## config.mk

```make
export PLATFORM = sky130hd
export DESIGN_NAME = graph_top
export DESIGN_NICKNAME = d
export VERILOG_FILES = /design/src/graph_pkg.sv /design/src/coord_map.sv /design/src/curve_test.sv /design/src/display_timing.sv /design/src/graph_top.sv /design/src/pixel_shade.sv /design/src/sig_delay.sv
export SDC_FILE = /design/constraint.sdc
export NUM_CORES = 1
export LEC_CHECK = 0
export BUFFER_PORTS_ARGS = -buffer_cell sky130_fd_sc_hd__buf_2
export CORE_UTILIZATION = 30
export DETAILED_ROUTE_END_ITERATION = 10
export PLACE_DENSITY = 0.43
export SYNTH_ARGS = -nofsm -noshare
export SYNTH_HDL_FRONTEND = slang
export SYNTH_HIERARCHICAL = 1
export SYNTH_SLANG_ARGS = --single-unit
```

## constraint.sdc

```tcl
create_clock -name clk_pix -period 5.3 [get_ports clk_pix]
set_input_delay 1.06 -clock clk_pix [delete_from_list [all_inputs] [get_ports clk_pix]]
set_output_delay 1.06 -clock clk_pix [all_outputs]
set_load 0.02 [all_outputs]
```

## src/graph_pkg.sv

```systemverilog
/* Constants and types for the 1280x720 graphing pipeline, one pixel per clk_pix
   Syncs are active high. Graph origin sits at screen (X_OFFS, Y_OFFS), y grows upward */
package graph_pkg;

    localparam int CORDW = 12;            // Screen and graph coordinate width

    // Horizontal timing in pixels
    localparam int H_ACTIVE = 1280;
    localparam int H_FP     = 110;        // Front porch
    localparam int H_SYNC   = 40;
    localparam int H_BP     = 220;        // Back porch
    localparam int H_TOTAL  = H_ACTIVE + H_FP + H_SYNC + H_BP;  // 1650
    localparam int H_SYNC_START = H_ACTIVE + H_FP;
    localparam int H_SYNC_END   = H_SYNC_START + H_SYNC;

    // Vertical timing in lines
    localparam int V_ACTIVE = 720;
    localparam int V_FP     = 5;
    localparam int V_SYNC   = 5;
    localparam int V_BP     = 20;
    localparam int V_TOTAL  = V_ACTIVE + V_FP + V_SYNC + V_BP;  // 750
    localparam int V_SYNC_START = V_ACTIVE + V_FP;
    localparam int V_SYNC_END   = V_SYNC_START + V_SYNC;

    // Screen position of graph origin
    localparam int X_OFFS = 640;
    localparam int Y_OFFS = 359;          // One line above centre

    localparam int CURVE_SHIFT = 8;       // y = (x*x) >> CURVE_SHIFT
    localparam int CURVE_LAT   = 3;       // curve_test pipeline depth
    localparam int X_LEAD      = CURVE_LAT + 1;  // x lead for curve and mapping latency
    localparam int CTL_LAT     = CURVE_LAT + 1;  // Sync delay to meet on_curve

    typedef logic signed [CORDW-1:0] coord_t;  // Signed graph coordinate

    typedef struct packed {
        logic [7:0] red;
        logic [7:0] green;
        logic [7:0] blue;
    } rgb_t;

    typedef struct packed {
        coord_t x;
        coord_t y;
    } graph_pt_t;

    typedef struct packed {
        logic hsync;
        logic vsync;
        logic de;                         // Active video
        logic axes;                       // Pixel on x or y axis
    } video_ctl_t;

    // Colours as 24-bit RGB
    localparam rgb_t COL_BG    = rgb_t'(24'h222222);
    localparam rgb_t COL_CURVE = rgb_t'(24'h33BBCC);
    localparam rgb_t COL_AXIS  = rgb_t'(24'hCCCCCC);

endpackage

```

## src/coord_map.sv

```systemverilog
/* Maps screen position to signed graph coordinates, one cycle of latency
   x carries a lead of X_LEAD pixels so the curve lines up with the delayed syncs */
`timescale 1ns/10ps

module coord_map (
    input  logic                        clk_pix,
    input  logic                        rst,
    input  logic [graph_pkg::CORDW-1:0] sx,
    input  logic [graph_pkg::CORDW-1:0] sy,
    output graph_pkg::graph_pt_t        pt
);

    graph_pkg::graph_pt_t pt_next;

    always_comb begin
        // Origin at X_OFFS, positive x to the right
        pt_next.x = graph_pkg::coord_t'(sx - graph_pkg::X_OFFS + graph_pkg::X_LEAD);
        // Origin at Y_OFFS, y grows upward so subtract sy
        pt_next.y = graph_pkg::coord_t'(graph_pkg::Y_OFFS - sy);
    end

    always_ff @(posedge clk_pix) begin
        if (rst) begin
            pt <= '0;
        end else begin
            pt <= pt_next;
        end
    end

endmodule

```

## src/curve_test.sv

```systemverilog
/* Three-stage test of y == (x*x) >> CURVE_SHIFT, one point accepted per cycle
   Negative y never matches. Result appears CURVE_LAT cycles after pt */
`timescale 1ns/10ps

module curve_test (
    input  logic                 clk_pix,
    input  logic                 rst,
    input  graph_pkg::graph_pt_t pt,
    output logic                 on_curve
);

    graph_pkg::graph_pt_t              pt_s1;   // Stage 1 point
    logic [2*graph_pkg::CORDW-1:0]     sq_s2;   // Stage 2 x squared
    graph_pkg::coord_t                 y_s2;    // Stage 2 y carried along
    logic [2*graph_pkg::CORDW-1:0]     sq_shr;  // Scaled square
    logic [2*graph_pkg::CORDW-1:0]     y_ext;   // y widened for compare

    always_comb begin
        sq_shr = sq_s2 >> graph_pkg::CURVE_SHIFT;
        y_ext  = {{graph_pkg::CORDW{1'b0}}, y_s2};  // Zero extend, sign tested apart
    end

    always_ff @(posedge clk_pix) begin
        if (rst) begin
            pt_s1    <= '0;
            sq_s2    <= '0;
            y_s2     <= '0;
            on_curve <= 1'b0;
        end else begin
            // Stage 1 registers the point
            pt_s1    <= pt;
            // Stage 2 squares x, signed so the result is never negative
            sq_s2    <= pt_s1.x * pt_s1.x;
            y_s2     <= pt_s1.y;
            // Stage 3 compares, negative y rejected by its sign bit
            on_curve <= !y_s2[graph_pkg::CORDW-1] && (sq_shr == y_ext);
        end
    end

    // Pipeline stays quiet through a held reset
    quiet_in_reset: assert property (@(posedge clk_pix)
        (rst && $past(rst)) |-> (on_curve !== 1'b1));

    // Origin of the graph is always on the curve, three cycles on
    origin_hits: assert property (@(posedge clk_pix) disable iff (rst)
        (pt == '0) ##1 !rst [*graph_pkg::CURVE_LAT - 1] |=> on_curve);

endmodule

```

## src/display_timing.sv

```systemverilog
/* 720p raster counter with active video at the start of each line and frame
   ctl is registered with sx/sy and always describes the current position. axes stays 0 */
`timescale 1ns/10ps

module display_timing (
    input  logic                        clk_pix,
    input  logic                        rst,
    output logic [graph_pkg::CORDW-1:0] sx,   // Horizontal position
    output logic [graph_pkg::CORDW-1:0] sy,   // Vertical position
    output graph_pkg::video_ctl_t       ctl
);

    logic [graph_pkg::CORDW-1:0] sx_next, sy_next;
    logic                        line_end;       // Last pixel of line
    logic                        frame_end;      // Last line of frame
    graph_pkg::video_ctl_t       ctl_next;

    // Next raster position
    always_comb begin
        line_end  = (sx == graph_pkg::H_TOTAL - 1);
        frame_end = (sy == graph_pkg::V_TOTAL - 1);
        sx_next   = line_end ? '0 : sx + 1'b1;
        sy_next   = sy;
        if (line_end) begin
            sy_next = frame_end ? '0 : sy + 1'b1;  // Wrap at end of frame
        end
    end

    // Decode syncs from the position being loaded
    always_comb begin
        ctl_next.hsync = (sx_next >= graph_pkg::H_SYNC_START)
                      && (sx_next <  graph_pkg::H_SYNC_END);
        ctl_next.vsync = (sy_next >= graph_pkg::V_SYNC_START)
                      && (sy_next <  graph_pkg::V_SYNC_END);
        ctl_next.de    = (sx_next < graph_pkg::H_ACTIVE)
                      && (sy_next < graph_pkg::V_ACTIVE);
        ctl_next.axes  = 1'b0;                   // Set later in graph_top
    end

    always_ff @(posedge clk_pix) begin
        if (rst) begin
            sx  <= '0;
            sy  <= '0;
            ctl <= '0;               // Blank until first count
        end else begin
            sx  <= sx_next;
            sy  <= sy_next;
            ctl <= ctl_next;         // Same edge as counters
        end
    end

    // Counters stay inside the raster
    sx_in_raster: assert property (@(posedge clk_pix) disable iff (rst)
        sx < graph_pkg::H_TOTAL && sy < graph_pkg::V_TOTAL);

endmodule

```

## src/graph_top.sv

```systemverilog
/* Graphing pipeline top with parallel DVI-style outputs, no clock generation or TMDS
   Colour at the outputs trails its raster position by five clk_pix cycles */
`timescale 1ns/10ps

module graph_top (
    input  logic            clk_pix,
    input  logic            rst,
    output graph_pkg::rgb_t rgb,
    output logic            hsync,
    output logic            vsync,
    output logic            de
);

    logic [graph_pkg::CORDW-1:0] sx, sy;       // Raster position
    graph_pkg::video_ctl_t       ctl_raw;      // From timing, axes clear
    graph_pkg::video_ctl_t       ctl_tag;      // With axis flag
    graph_pkg::video_ctl_t       ctl_dly;      // Aligned with on_curve
    graph_pkg::graph_pt_t        pt;           // Graph coordinates
    logic                        on_curve;

    display_timing timing_inst (
        .clk_pix (clk_pix),
        .rst     (rst),
        .sx      (sx),
        .sy      (sy),
        .ctl     (ctl_raw)
    );

    // Axis flag from the same-cycle position
    always_comb begin
        ctl_tag      = ctl_raw;
        ctl_tag.axes = (sy == graph_pkg::Y_OFFS) || (sx == graph_pkg::X_OFFS);
    end

    coord_map map_inst (
        .clk_pix (clk_pix),
        .rst     (rst),
        .sx      (sx),
        .sy      (sy),
        .pt      (pt)
    );

    curve_test curve_inst (
        .clk_pix  (clk_pix),
        .rst      (rst),
        .pt       (pt),
        .on_curve (on_curve)
    );

    // Mapping plus curve latency
    sig_delay #(
        .T     (graph_pkg::video_ctl_t),
        .DEPTH (graph_pkg::CTL_LAT)
    ) ctl_delay_inst (
        .clk_pix (clk_pix),
        .rst     (rst),
        .d       (ctl_tag),
        .q       (ctl_dly)
    );

    pixel_shade shade_inst (
        .clk_pix  (clk_pix),
        .rst      (rst),
        .ctl      (ctl_dly),
        .on_curve (on_curve),
        .rgb      (rgb),
        .hsync    (hsync),
        .vsync    (vsync),
        .de       (de)
    );

endmodule

```

## src/pixel_shade.sv

```systemverilog
/* Picks the pixel colour and registers it with the syncs, one cycle of latency
   Axis beats curve, curve beats background. Black outside active video */
`timescale 1ns/10ps

module pixel_shade (
    input  logic                  clk_pix,
    input  logic                  rst,
    input  graph_pkg::video_ctl_t ctl,
    input  logic                  on_curve,
    output graph_pkg::rgb_t       rgb,
    output logic                  hsync,
    output logic                  vsync,
    output logic                  de
);

    graph_pkg::rgb_t colour;               // Unregistered colour choice

    always_comb begin
        if (!ctl.de) begin
            colour = '0;                   // Blanking
        end else if (ctl.axes) begin
            colour = graph_pkg::COL_AXIS;
        end else if (on_curve) begin
            colour = graph_pkg::COL_CURVE;
        end else begin
            colour = graph_pkg::COL_BG;
        end
    end

    always_ff @(posedge clk_pix) begin
        if (rst) begin
            rgb   <= '0;
            hsync <= 1'b0;
            vsync <= 1'b0;
            de    <= 1'b0;
        end else begin
            rgb   <= colour;
            hsync <= ctl.hsync;            // Syncs keep pace with colour
            vsync <= ctl.vsync;
            de    <= ctl.de;
        end
    end

    // No colour leaks into blanking
    black_when_blank: assert property (@(posedge clk_pix)
        !de |-> (rgb == '0));

endmodule

```

## src/sig_delay.sv

```systemverilog
/* Fixed-depth delay line for any packed payload T, cleared to zero on reset
   DEPTH must be at least 1 */
`timescale 1ns/10ps

module sig_delay #(
    parameter type T     = logic,
    parameter int  DEPTH = 4               // Cycles from d to q
) (
    input  logic clk_pix,
    input  logic rst,
    input  T     d,
    output T     q
);

    T stage [DEPTH];                       // stage[0] nearest the input

    always_ff @(posedge clk_pix) begin
        if (rst) begin
            for (int i = 0; i < DEPTH; i++) begin
                stage[i] <= '0;
            end
        end else begin
            stage[0] <= d;
            for (int i = 1; i < DEPTH; i++) begin
                stage[i] <= stage[i-1];    // Shift one place per clock
            end
        end
    end

    assign q = stage[DEPTH-1];

endmodule

```

==> impl_results.md <==
* Cell Area, Synth at 0.0102 sq mm
* Row count at 67
* Starting Density at 0.304
* Part of the cycle the worst path needs at 0.970
* DRT Pass-1 Iters at 4
* Maxcap violations at 0
* # diodes at 0
* Crit path DAT at 5480 ps
* Largest net degree at the start of global routing at 69
* Pins Over Slew Limit at 0
* Outcome: finished, final reports clean
* R2R depth at 18
* CP max stage cell: fa_1
* Setup crit end: curve_inst/sq_s2[23]
* Setup-failing EPs final at 0
* Worst R2R Setup Slack at 160 ps
* CORE AREA at 0.0334 sq mm
* Yosys warning count at 6
* RSZ-0062 raised after global routing: true
* Initial DRC Count at 237
* Worst Setup SP: curve_inst/pt_s1[23]
* Place WS at -130 ps
* IO Port Bufs at 26
* Total GRT Usage at 0.131
* Crit Path Max Fanout at 8
* Filler cells at 3,491
* Via-to-Cell Ratio at 4.23
* Power per cell area at 225 mW/mm^2
* DRT Wirelength at 20,600 microns
* Worst vdd ir at 0.000232 V
* Fin Hold WS at 430 ps
* Worst skew pair latency at 410 ps
* DR WL/cell at 12.9 microns
* Clk slew on worst S/H paths at 60 ps
* Final Cell Area at 0.0120 sq mm
* CP dominant cell by count: fa_1
* CP Buf/Inv Count at 5
* CTS Buffer Depth at 2
* Post-DP HPWL at 16,300 microns
* Commonest non-fill, non-tap cells in the layout: inv_1, fa_1, dfxtp_1
* CTS tree: yes
* Fin crit period at 5140 ps
* Crit. End Element: flop
* Mapped Cells at 1,076
* Syn_area_per_cell at 9.45 sq um
* Vias in the first global route at 6,999
* Grt total ovfl at 0
* Max incr delay on CP at 610 ps
* DRT antenna net count at 0
* Post-DP Area at 0.0110 sq mm
* CP Launch Type: flop
* Root Buffer Master: clkbuf_16
* Hold WC Path Type: reg2reg
* Hold Vio Cnt, Final at 0
* Setup_tns at 0 ps
* Commonest non-fill, non-tap cell in the layout: inv_1
* Final nets at 1,321
* Clock Skew at 8.66 ps
* Initial antenna violation count at 0
* CP Data Required Time at 5640 ps
* Area growth syn-to-layout at 17.5%
* Multi-input combinational cell area at 0.00667 sq mm
* Total power at 0.00268 W
* Worst reg2reg path endpoint: curve_inst/sq_s2[23]
* I/O pin count at 29
* Cts bufs inserted at 17
* WS Path Type: reg2reg
* CP top delay family: adder cells
* Register area at 0.00260 sq mm
* DRC Markers at 0
* Leak Pwr at 5.69 nW
* GPL Wtd Cong at 0.789
* Die ar. at 0.0346 sq mm
* Via count at 6,741
* Clock Sinks at 128
* Die width at 186 microns
* Die height at 186 microns
* Global-route wire length before repair at 35,400 microns
* Max Fclk at 194 MHz
* Worst-margin pin slew at 719 ps
* Max H-tree Level at 4
* Slew Limit Headroom at 0.517
* WP depth at 18
* Post-route setup slack at 157 ps
* Reg2reg start: curve_inst/pt_s1[23]
* Cell Chain, Critical Path: inv_4 -> buf_4 -> nor2_1 -> buf_4 -> fa_1 -> fa_1 -> fa_1 -> fa_1 -> inv_1 -> fa_1 -> inv_1 -> ha_4 -> a21oi_2 -> a31o_2 -> o41ai_4 -> o31a_1 -> or4_1 -> o21ai_1
* Share of layout cells above drive strength 1 at 0.206
worst reg2reg max path, stage by stage (launching register included):
cell     delay (ps)
dfxtp_2         330
inv_4           120
buf_4           160
nor2_1           40
buf_4           150
fa_1            510
fa_1            610
fa_1            460
fa_1            560
inv_1            60
fa_1            540
inv_1            70
ha_4            250
a21oi_2         120
a31o_2          140
o41ai_4          80
o31a_1          290
or4_1           510
o21ai_1          80
metal layers:
metal,global-route usage,part of all wire
met4,0.0328,0.0090
met2,0.213,0.47
met1,0.180,0.50
met3,0.0205,0.020
met5,0,0
timing repair:
action / 4_1_cts / 5_1_grt
hold buffers: 0 / 0
endpoints found under the setup margin: 5 / 9
pin swaps: 4 / 35
buffers inserted: 1 / 5
gates resized for setup: 11 / 70
where the power goes:
group          internal, W  switching (W)
clock             0.000835       0.000434
combinational     0.000185       0.000211
sequential        0.000995      0.0000240
total              0.00202       0.000669
worst min path at each step:
stage / end / slack (ps) / cells after the start / start
final: curve_inst/pt_s1[2] / 430 / 1 / map_inst/pt[2]
after global routing: curve_inst/pt_s1[7] / 450 / 1 / map_inst/pt[7]
after CTS: curve_inst/pt_s1[2] / 430 / 1 / map_inst/pt[2]
after detailed placement: curve_inst/pt_s1[13] / 420 / 1 / map_inst/pt[13]
after global placement: curve_inst/pt_s1[2] / 420 / 1 / map_inst/pt[2]
after floorplan: ctl_delay_inst/stage[0][2] / 410 / 1 / timing_inst/ctl[2]
layout make-up:
| cell class | count | area share |
|---|---|---|
| well taps | 448 | 0.0469 |
| multi-input cells | 687 | 0.558 |
| flip-flops and latches | 128 | 0.218 |
| repair buffers | 99 | 0.0592 |
| clock buffers | 18 | 0.0359 |
| inverters | 202 | 0.0643 |
| clock inverters | 13 | 0.0177 |
per-stage QoR:
step / instances / utilization
after detailed placement: 1558 / 0.329
after CTS: 1590 / 0.349
after global placement: 1558 / 0.329
after global routing: 1595 / 0.357
after floorplan: 1077 / -
final: 1595 / 0.357
sequential cells by signal, summed over array words and instances (netlist names):
register / flops
curve_inst/pt_s1: 24
map_inst/pt: 24
ctl_delay_inst/stage: 16
curve_inst/sq_s2: 16
curve_inst/y_s2: 12
timing_inst/sx: 12
timing_inst/sy: 12
shade_inst/rgb: 5
timing_inst/ctl: 3
curve_inst/on_curve: 1
shade_inst/de: 1
shade_inst/hsync: 1
shade_inst/vsync: 1
Note: power is estimated with default switching activity, not from simulation.
